`config.mk`:
```
export PLATFORM = sky130hd
export DESIGN_NAME = radio_block
export DESIGN_NICKNAME = d
export VERILOG_FILES = /design/src/verilog/radio_pkg.sv /design/src/verilog/radio_block.sv /design/src/verilog/resp_arbiter.sv /design/src/verilog/radio_channel.sv /design/src/verilog/timekeeper.sv
export SDC_FILE = /design/constraint.sdc
export NUM_CORES = 1
export LEC_CHECK = 0
export BUFFER_PORTS_ARGS = -buffer_cell sky130_fd_sc_hd__buf_2
export CORE_UTILIZATION = 45
export CTS_BUF_LIST = sky130_fd_sc_hd__clkbuf_8
export DETAILED_ROUTE_END_ITERATION = 7
export PLACE_DENSITY_LB_ADDON = 0.2
export SYNTH_ARGS = -nofsm -noshare
export SYNTH_HDL_FRONTEND = slang
export SYNTH_SLANG_ARGS = --single-unit
export TNS_END_PERCENT = 10
```
`constraint.sdc`:
```
create_clock -name clk -period 19.46 [get_ports clk]
set_clock_uncertainty 0.2 [all_clocks]
set_input_delay 5.838 -clock clk [delete_from_list [all_inputs] [get_ports clk]]
set_output_delay 5.838 -clock clk [all_outputs]
set_load 0.005 [all_outputs]
```
`src/verilog/radio_pkg.sv`:
```
// Register map, widths and readback selectors of the radio block
// Response word union shared by the channels and the testbench
package radio_pkg;

  // Data path widths
  localparam int SAMPLE_W = 32;
  localparam int TIME_W   = 64;
  localparam int RESP_W   = 64;

  //////////////////////////////
  // Settings bus register map
  //////////////////////////////
  localparam logic [7:0] SR_BASE = 8'd128;

  // Timekeeper
  localparam logic [7:0] SR_TIME_HI   = SR_BASE + 8'd0;
  localparam logic [7:0] SR_TIME_LO   = SR_BASE + 8'd1;
  localparam logic [7:0] SR_TIME_CTRL = SR_BASE + 8'd2;

  // Bits of the time control word
  localparam int TIME_CTRL_NOW = 0;
  localparam int TIME_CTRL_PPS = 1;

  // Per radio registers
  localparam logic [7:0] SR_TX_WORD = SR_BASE + 8'd8;
  localparam logic [7:0] SR_USER    = SR_BASE + 8'd9;
  localparam logic [7:0] SR_RB_REQ  = SR_BASE + 8'd10;

  //////////////////////////////
  // Readback selectors
  //////////////////////////////
  localparam logic [7:0] RB_TIME         = 8'd0;
  localparam logic [7:0] RB_TIME_LASTPPS = 8'd1;
  localparam logic [7:0] RB_RX_SAMPLE    = 8'd2;
  localparam logic [7:0] RB_USER         = 8'd3;

  // Header as first word of a packet and raw readback data as second word
  typedef union packed {
    struct packed {
      logic [15:0] seqnum;
      logic [7:0]  radio;
      logic [7:0]  rb_sel;
      logic [31:0] time_lo;
    } hdr;
    logic [RESP_W-1:0] data;
  } resp_word_t;

endpackage
```
`src/verilog/radio_block.sv`:
```
// Radio block top level
// Timekeeper, radio channels and the response arbiter
`timescale 1ns/1ps

module radio_block #(
  parameter int NUM_RADIOS = 2
) (
  input  logic                                      clk,
  input  logic                                      i_reset,
  // Settings bus
  input  logic                                      i_set_stb,
  input  logic [2:0]                                i_set_radio,
  input  logic [7:0]                                i_set_addr,
  input  logic [31:0]                               i_set_data,
  // Radio front end
  input  logic [NUM_RADIOS*radio_pkg::SAMPLE_W-1:0] i_rx,
  input  logic                                      i_rx_stb,
  output logic [NUM_RADIOS*radio_pkg::SAMPLE_W-1:0] o_tx,
  input  logic                                      i_pps,
  // Response stream
  output logic [radio_pkg::RESP_W-1:0]              o_resp_tdata,
  output logic                                      o_resp_tlast,
  output logic                                      o_resp_tvalid,
  input  logic                                      i_resp_tready
);

  localparam int SW = radio_pkg::SAMPLE_W;
  localparam int RW = radio_pkg::RESP_W;

  logic [radio_pkg::TIME_W-1:0] sample_time;
  logic [radio_pkg::TIME_W-1:0] lastpps_time;
  logic [NUM_RADIOS*RW-1:0]     resp_tdata;
  logic [NUM_RADIOS-1:0]        resp_tlast;
  logic [NUM_RADIOS-1:0]        resp_tvalid;
  logic [NUM_RADIOS-1:0]        resp_tready;

  //////////////////////////////
  // Shared timebase
  //////////////////////////////
  timekeeper u_timekeeper (
    .clk            (clk),
    .i_reset        (i_reset),
    .i_pps          (i_pps),
    .i_rx_stb       (i_rx_stb),
    .i_set_stb      (i_set_stb),
    .i_set_addr     (i_set_addr),
    .i_set_data     (i_set_data),
    .o_time         (sample_time),
    .o_lastpps_time (lastpps_time)
  );

  //////////////////////////////
  // Radio channels
  //////////////////////////////
  for (genvar i = 0; i < NUM_RADIOS; i++) begin : g_radio
    radio_channel #(
      .RADIO_NUM (i)
    ) u_radio (
      .clk            (clk),
      .i_reset        (i_reset),
      .i_set_stb      (i_set_stb),
      .i_set_radio    (i_set_radio),
      .i_set_addr     (i_set_addr),
      .i_set_data     (i_set_data),
      .i_rx           (i_rx[SW*i +: SW]),
      .i_rx_stb       (i_rx_stb),
      .i_time         (sample_time),
      .i_lastpps_time (lastpps_time),
      .i_resp_tready  (resp_tready[i]),
      .o_tx           (o_tx[SW*i +: SW]),
      .o_resp_tdata   (resp_tdata[RW*i +: RW]),
      .o_resp_tlast   (resp_tlast[i]),
      .o_resp_tvalid  (resp_tvalid[i])
    );
  end

  // Response packet merge
  resp_arbiter #(
    .NUM_RADIOS (NUM_RADIOS)
  ) u_resp_arbiter (
    .clk      (clk),
    .i_reset  (i_reset),
    .i_tdata  (resp_tdata),
    .i_tlast  (resp_tlast),
    .i_tvalid (resp_tvalid),
    .o_tready (resp_tready),
    .o_tdata  (o_resp_tdata),
    .o_tlast  (o_resp_tlast),
    .o_tvalid (o_resp_tvalid),
    .i_tready (i_resp_tready)
  );

endmodule

```
`src/verilog/resp_arbiter.sv`:
```
// Round-robin packet arbiter for the channel response streams
// Grant locks on the first beat and is released after the tlast beat
`timescale 1ns/1ps

module resp_arbiter #(
  parameter int NUM_RADIOS = 2
) (
  input  logic                                    clk,
  input  logic                                    i_reset,
  input  logic [NUM_RADIOS*radio_pkg::RESP_W-1:0] i_tdata,
  input  logic [NUM_RADIOS-1:0]                   i_tlast,
  input  logic [NUM_RADIOS-1:0]                   i_tvalid,
  output logic [NUM_RADIOS-1:0]                   o_tready,
  output logic [radio_pkg::RESP_W-1:0]            o_tdata,
  output logic                                    o_tlast,
  output logic                                    o_tvalid,
  input  logic                                    i_tready
);

  localparam int IDX_W = (NUM_RADIOS > 1) ? $clog2(NUM_RADIOS) : 1;

  // Current grant while locked, last winner otherwise
  logic [IDX_W-1:0] grant;
  logic [IDX_W-1:0] sel;
  logic             locked;

  // Search starts one past the last winner
  always_comb begin
    int   idx;
    logic found;
    sel   = grant;
    found = 1'b0;
    idx   = 0;
    if (!locked) begin
      for (int k = 1; k <= NUM_RADIOS; k++) begin
        idx = int'(grant) + k;
        if (idx >= NUM_RADIOS) begin
          idx = idx - NUM_RADIOS;
        end
        if (!found && i_tvalid[idx]) begin
          sel   = IDX_W'(idx);
          found = 1'b1;
        end
      end
    end
  end

  // Combinational path from the selected input
  assign o_tvalid = i_tvalid[sel];
  assign o_tlast  = i_tlast[sel];
  assign o_tdata  = i_tdata[sel*radio_pkg::RESP_W +: radio_pkg::RESP_W];

  always_comb begin
    o_tready      = '0;
    o_tready[sel] = i_tready;
  end

  // Lock as soon as a beat is offered so the output stays steady under back-pressure
  always_ff @(posedge clk) begin
    if (i_reset) begin
      locked <= 1'b0;
      grant  <= IDX_W'(NUM_RADIOS - 1);
    end else if (o_tvalid) begin
      grant  <= sel;
      locked <= !(i_tready && o_tlast);
    end
  end

endmodule

```
`src/verilog/radio_channel.sv`:
```
// One radio channel with settings registers, receive capture and transmit word
// Readback request handling and two word response packet
`timescale 1ns/1ps

module radio_channel #(
  parameter int RADIO_NUM = 0
) (
  input  logic                           clk,
  input  logic                           i_reset,
  input  logic                           i_set_stb,
  input  logic [2:0]                     i_set_radio,
  input  logic [7:0]                     i_set_addr,
  input  logic [31:0]                    i_set_data,
  input  logic [radio_pkg::SAMPLE_W-1:0] i_rx,
  input  logic                           i_rx_stb,
  input  logic [radio_pkg::TIME_W-1:0]   i_time,
  input  logic [radio_pkg::TIME_W-1:0]   i_lastpps_time,
  input  logic                           i_resp_tready,
  output logic [radio_pkg::SAMPLE_W-1:0] o_tx,
  output logic [radio_pkg::RESP_W-1:0]   o_resp_tdata,
  output logic                           o_resp_tlast,
  output logic                           o_resp_tvalid
);

  // Packet FSM states
  localparam logic [1:0] ST_IDLE = 2'd0;
  localparam logic [1:0] ST_HDR  = 2'd1;
  localparam logic [1:0] ST_DATA = 2'd2;

  logic [1:0]                     state;
  logic                           set_hit;
  logic                           rb_req;
  logic                           beat_done;
  logic [radio_pkg::SAMPLE_W-1:0] user_reg;
  logic [radio_pkg::SAMPLE_W-1:0] rx_sample;
  logic [radio_pkg::RESP_W-1:0]   rb_value;
  logic [radio_pkg::RESP_W-1:0]   rb_data;
  logic [7:0]                     rb_sel;
  logic [31:0]                    req_time;
  logic [15:0]                    seqnum;
  radio_pkg::resp_word_t          resp_word;

  //////////////////////////////
  // Settings registers
  //////////////////////////////
  assign set_hit = i_set_stb && (i_set_radio == 3'(RADIO_NUM));

  // New requests only while no packet is pending
  assign rb_req = set_hit && (i_set_addr == radio_pkg::SR_RB_REQ) && (state == ST_IDLE);

  always_ff @(posedge clk) begin
    if (i_reset) begin
      o_tx     <= '0;
      user_reg <= '0;
    end else if (set_hit) begin
      if (i_set_addr == radio_pkg::SR_TX_WORD) begin
        o_tx <= i_set_data;
      end
      if (i_set_addr == radio_pkg::SR_USER) begin
        user_reg <= i_set_data;
      end
    end
  end

  // Receive sample capture
  always_ff @(posedge clk) begin
    if (i_reset) begin
      rx_sample <= '0;
    end else if (i_rx_stb) begin
      rx_sample <= i_rx;
    end
  end

  //////////////////////////////
  // Readback
  //////////////////////////////
  always_comb begin
    case (i_set_data[7:0])
      radio_pkg::RB_TIME:         rb_value = i_time;
      radio_pkg::RB_TIME_LASTPPS: rb_value = i_lastpps_time;
      radio_pkg::RB_RX_SAMPLE:    rb_value = {32'd0, rx_sample};
      radio_pkg::RB_USER:         rb_value = {32'd0, user_reg};
      default:                    rb_value = '0;
    endcase
  end

  // Value and time frozen on the request cycle
  always_ff @(posedge clk) begin
    if (rb_req) begin
      rb_sel   <= i_set_data[7:0];
      rb_data  <= rb_value;
      req_time <= i_time[31:0];
    end
  end

  // Header word or data word
  always_comb begin
    resp_word = '0;
    if (state == ST_HDR) begin
      resp_word.hdr.seqnum  = seqnum;
      resp_word.hdr.radio   = 8'(RADIO_NUM);
      resp_word.hdr.rb_sel  = rb_sel;
      resp_word.hdr.time_lo = req_time;
    end else begin
      resp_word.data = rb_data;
    end
  end

  assign o_resp_tdata  = resp_word;
  assign o_resp_tvalid = (state != ST_IDLE);
  assign o_resp_tlast  = (state == ST_DATA);
  assign beat_done     = o_resp_tvalid && i_resp_tready;

  // Packet FSM and the count of sent packets
  always_ff @(posedge clk) begin
    if (i_reset) begin
      state  <= ST_IDLE;
      seqnum <= '0;
    end else begin
      case (state)
        ST_IDLE: begin
          if (rb_req) begin
            state <= ST_HDR;
          end
        end
        ST_HDR: begin
          if (beat_done) begin
            state <= ST_DATA;
          end
        end
        ST_DATA: begin
          if (beat_done) begin
            state  <= ST_IDLE;
            seqnum <= seqnum + 1'b1;
          end
        end
        default: begin
          state <= ST_IDLE;
        end
      endcase
    end
  end

endmodule

```
`src/verilog/timekeeper.sv`:
```
// Sample time counter driven by the radio strobe
// Settings bus load, load at next PPS and PPS time latch
`timescale 1ns/1ps

module timekeeper (
  input  logic                         clk,
  input  logic                         i_reset,
  input  logic                         i_pps,
  input  logic                         i_rx_stb,
  input  logic                         i_set_stb,
  input  logic [7:0]                   i_set_addr,
  input  logic [31:0]                  i_set_data,
  output logic [radio_pkg::TIME_W-1:0] o_time,
  output logic [radio_pkg::TIME_W-1:0] o_lastpps_time
);

  logic [31:0] time_hi;
  logic [31:0] time_lo;
  logic        wr_hi;
  logic        wr_lo;
  logic        wr_ctrl;
  logic        load_now;
  logic        load_pps;
  logic        pps_d;
  logic        pps_edge;
  logic        pps_armed;

  // Address decode for any radio number
  assign wr_hi   = i_set_stb && (i_set_addr == radio_pkg::SR_TIME_HI);
  assign wr_lo   = i_set_stb && (i_set_addr == radio_pkg::SR_TIME_LO);
  assign wr_ctrl = i_set_stb && (i_set_addr == radio_pkg::SR_TIME_CTRL);

  assign load_now = wr_ctrl && i_set_data[radio_pkg::TIME_CTRL_NOW];
  assign pps_edge = i_pps && !pps_d;
  assign load_pps = pps_edge && pps_armed;

  // Staged load value
  always_ff @(posedge clk) begin
    if (wr_hi) begin
      time_hi <= i_set_data;
    end
    if (wr_lo) begin
      time_lo <= i_set_data;
    end
  end

  // PPS edge detect and load arming
  always_ff @(posedge clk) begin
    if (i_reset) begin
      pps_d     <= 1'b0;
      pps_armed <= 1'b0;
    end else begin
      pps_d <= i_pps;
      if (load_pps) begin
        pps_armed <= 1'b0;
      end
      // A new control word overrides a pending arm
      if (wr_ctrl) begin
        pps_armed <= i_set_data[radio_pkg::TIME_CTRL_PPS];
      end
    end
  end

  // Time counter where a load beats an increment
  always_ff @(posedge clk) begin
    if (i_reset) begin
      o_time <= '0;
    end else if (load_now || load_pps) begin
      o_time <= {time_hi, time_lo};
    end else if (i_rx_stb) begin
      o_time <= o_time + 1'b1;
    end
  end

  // Time seen at the PPS edge before any load
  always_ff @(posedge clk) begin
    if (i_reset) begin
      o_lastpps_time <= '0;
    end else if (pps_edge) begin
      o_lastpps_time <= o_time;
    end
  end

endmodule

```
==> out/results.txt <==
Summing the areas of all compound-gate instances in the mapped netlist gives 13.3% of the synthesized area. The placement-stage cell area was 0.0278 mm^2; the count of instances resized after the clock tree is built was 0. Required arrival time at the worst endpoint: 13.42 ns. The die is 243 um tall. Among cell families on the critical path, the largest total delay comes from compound AO/OA/AOI/OAI gates. The slowest cell on the critical path was buf_4.

The number of clock buffers inserted by TritonCTS came out at 101. Setup repair after global routing left no endpoint under its margin. The number of hold buffers added after CTS was 0.

The leakage power was 11.4 nW; the simple-gate area share of the yosys netlist was 17.2%. The run finished with clean final reports. The tools report the largest voltage drop on the vdd net as 0.0524 mV. Across all layers, the routed design uses 20500 vias. In this run the critical register-to-register path is launched from u_timekeeper.o_time[1].

Sequential cells were found to cover 58.9% of the synthesized design area. After routing the design area is 0.0297 mm^2. The clock net sink count is 632, and the port buffer count is 242. The number of nets in the finished design was 2860.

Adding up every negative setup slack in the final design gives 0 ns. For this run, the leading register cell type out of synthesis is dfxtp_1. The highest cell delay on the worst timing path was 0.72 ns; the maximum clock frequency was 108 MHz.

The average instance in the mapped netlist occupies 10.2 um^2. TritonCTS built the clock tree. Of the cells placed in the final design, the portion with a size suffix greater than 1 is 15.5%.

The number of buffers and inverters on the critical path works out to 2. Counting cells, the worst reg-to-reg path comes to 7. The number of register bits inferred by synthesis is 632.

The peak fanout along the critical path was 80. Number of global-route vias before repair: 19700. The clock latency at the later pin of the worst-skew pair is 0.71 ns, and the number of flip-flops in the largest register is 128. After synthesis, the cell types taking the most area are edfxtp_1 31%, dfxtp_1 28%, nand2_1 7.0%. Setup violations remaining at the end of the flow were counted as 0. In the synthesized netlist the async set-or-reset flop fraction comes to 0%.

The worst min-delay path endpoint is u_timekeeper.o_lastpps_time[55]. The count of nets left with antenna violations once routing finished came out at 0. The floorplan step set the die width to 243 um. The final critical path takes up 47.5% of the cycle. The run gives 0 as the number of max-slew violations in the final report. Across every metal layer, demand over resource in global routing totals 26.5%. Power spread over the standard cell area amounts to 85.9 mW/mm^2. The number of placed cells counting well taps was 3397.

The worst hold path begins at u_timekeeper.o_lastpps_time[55]. Sequential cells account for 54.6% of the total power. Measured against its own limit, the worst slew margin works out to 26.9%. Count of endpoints failing hold in the final timing report: 0.

After floorplanning, the core was sized to cover 0.0568 mm^2. In this run the cell area of the synthesized design comes to 0.0261 mm^2. The logs give 6 for the initial antenna violation count and 42.5% for the clock network fraction of total power. Summed over all instances, the cell type with the most area after synthesis is edfxtp_1.

The area added between synthesis and finish came out at 13.8%. In this run the worst setup path begins at g_radio[0].u_radio.state[1]. The combinational share of power came out at 2.9%. The endpoint identified for the worst register-to-register timing path is u_timekeeper.o_time[42].

The tools report the total global routing overflow as 0. During I/O placement, the number of pins put on the boundary was 243. Most used standard cell by instance count after synthesis: nand2_1. The routed length per placed instance came out at 22.3 um.

In this run the worst hold path is classified as reg2reg. The root buffer cell is clkbuf_8. The portion of synthesized area spent on multiplexers is 4.80%. Counting distinct cell types in the post-synthesis netlist gives 68. The internal portion of the total power is 0.00197 W. Clock-pin slew was measured on the worst setup and hold paths at 0.06 ns.

Most flop-heavy register: g_radio.u_radio.rb_data. The maximum number of pins on one net before global-route repair is 144, and the count of non-filler cells in the finished layout is 3582. Using the TritonRoute via totals, the vias-per-cell ratio works out to 5.74. Type of element capturing the critical path: an output pin.

The floorplan step defined a die boundary enclosing 0.0589 mm^2. The Yosys step of the flow raised 0 warnings. The tools report the routability-driven placement congestion ratio as 0.880. After synthesis, the largest family of logic cells by area is simple AND/OR/NAND/NOR gates.

The logs give 2558 for the gate count of the mapped netlist and 2674 for the synthesized netlist net count. Traced cell by cell, the critical path runs through o21bai_1 > o2bb2ai_4 > buf_4 > a211oi_1 > a31oi_1 > buf_2. In this run switching power makes up 22.9% of total power. The worst reg-to-reg setup slack was 16.35 ns. For the finished layout, the period the worst path requires is 9.24 ns. The slew at the pin closest to its max-slew limit is 1.09 ns.

The final layout contains routed wiring with a total length of 79700 um. The run gives 45.9% as the starting density of the core. The H-tree was split into 3 levels. The first detailed-routing pass took 5 iterations. STA puts the critical path data arrival time at 3.20 ns. STA classifies the critical path startpoint as a flip-flop. The synthesized-area fraction occupied by adder cells was 0.144%. The tools report the number of buffers on the longest clock path as 3. The logs give 120000 um for the global-route wire length before repair and 0 for the final routed DRC violation total.

The number of buffers inserted by post-CTS setup repair is 0. The net switching power of the design is 0.000584 W. The critical path class was reg2out. The total number of placement rows is 87. Max-cap violations in this run came to 0. By count the netlist is led by 487 x nand2_1, 360 x dfxtp_1, 272 x edfxtp_1. The area share of the largest cell type after synthesis is 31.3%, and the initial DRC count is 1951.

Summed over all nets, the half-perimeter wirelength after detailed placement is 52200 um. Counting flops with a built-in enable in the synthesized netlist gives 272. Counting instances, the worst hold path has a depth of 2. Summing the areas of all xor and xnor instances in the mapped netlist gives 2.12% of the synthesized area.
cell families after synthesis:
group	count (synthesis)
AOI/OAI and AO/OA	534
xor gates and xnor gates	63
adders and majority gates	3
buffers and inverters	214
DFF	632
muxes	125
and+or+nand+nor	987
through the flow:
step,utilization (%),hold slack (ns),power (W),setup WS [ns]
2_1_floorplan,-,0.220,0.00145,0.704
3_3_place_gp,48.9,0.240,0.00149,10.66
3_5_place_dp,48.9,0.246,0.00150,10.63
4_1_cts,52.3,0.254,0.00257,10.22
5_1_grt,52.3,0.268,0.00263,10.08
6_report,52.3,0.254,0.00255,10.22
worst register-to-register path: cells and delay by family, from the launching register on:
kind	cells	cell delay (ns)
buffers and inverters	1	0.27
flip-flops	1	0.59
adder cells (fa/ha/maj)	1	0.28
AND/OR/NAND/NOR	5	1.64
worst max-delay path by stage:
stage               cells past startpoint  slack, ns                             end
floorplan                               4       0.70   g_radio[0].u_radio.rb_data[0]
global placement                        5      10.66  g_radio[1].u_radio.rb_data[42]
detailed placement                      5      10.63  g_radio[1].u_radio.rb_data[42]
CTS                                     6      10.22                o_resp_tdata[28]
global route                            6      10.08                o_resp_tdata[29]
finish                                  6      10.22                o_resp_tdata[28]
cells in the final DEF (no fill, tap or decap), types with 71 or more instances in the layout:
master / synthesis / routed
dfxtp_1: 360 / 360
mux2i_1: 124 / 124
edfxtp_1: 272 / 272
nor2_1: 197 / 195
clkbuf_8: 3 / 114
nand2_1: 487 / 486
a211oi_1: 77 / 77
a21oi_1: 165 / 165
a31oi_1: 71 / 71
buf_2: 16 / 240
a22oi_1: 97 / 97
cell type report:
class / instances / area (um^2)
sequential: 632 / 15400
clock buffer: 114 / 1570
clock inverter: 70 / 349
tap: 756 / 946
inverter: 22 / 82.6
antenna: 1 / 2.50
timing repair buffer: 275 / 1470
fill: 5156 / 27100
multi-input combinational: 1712 / 9900
routing by layer:
layer	track usage (%)	vias up	routed length [um]
met5	0	-	47
met4	8.18	6	1980
met3	5.23	142	6430
met2	41.1	868	36200
met1	37.1	9939	35100
li1	-	9589	-
power by group through the flow:
stage	sequential (W)	combinational, W	clock [W]
floorplan	0.00142	0.0000355	0
global placement	0.00142	0.0000725	0
detailed placement	0.00142	0.0000740	0
CTS	0.00139	0.0000741	0.00110
global route	0.00139	0.0000789	0.00116
finish	0.00139	0.0000742	0.00108
Note: power is estimated with default switching activity, not from simulation.
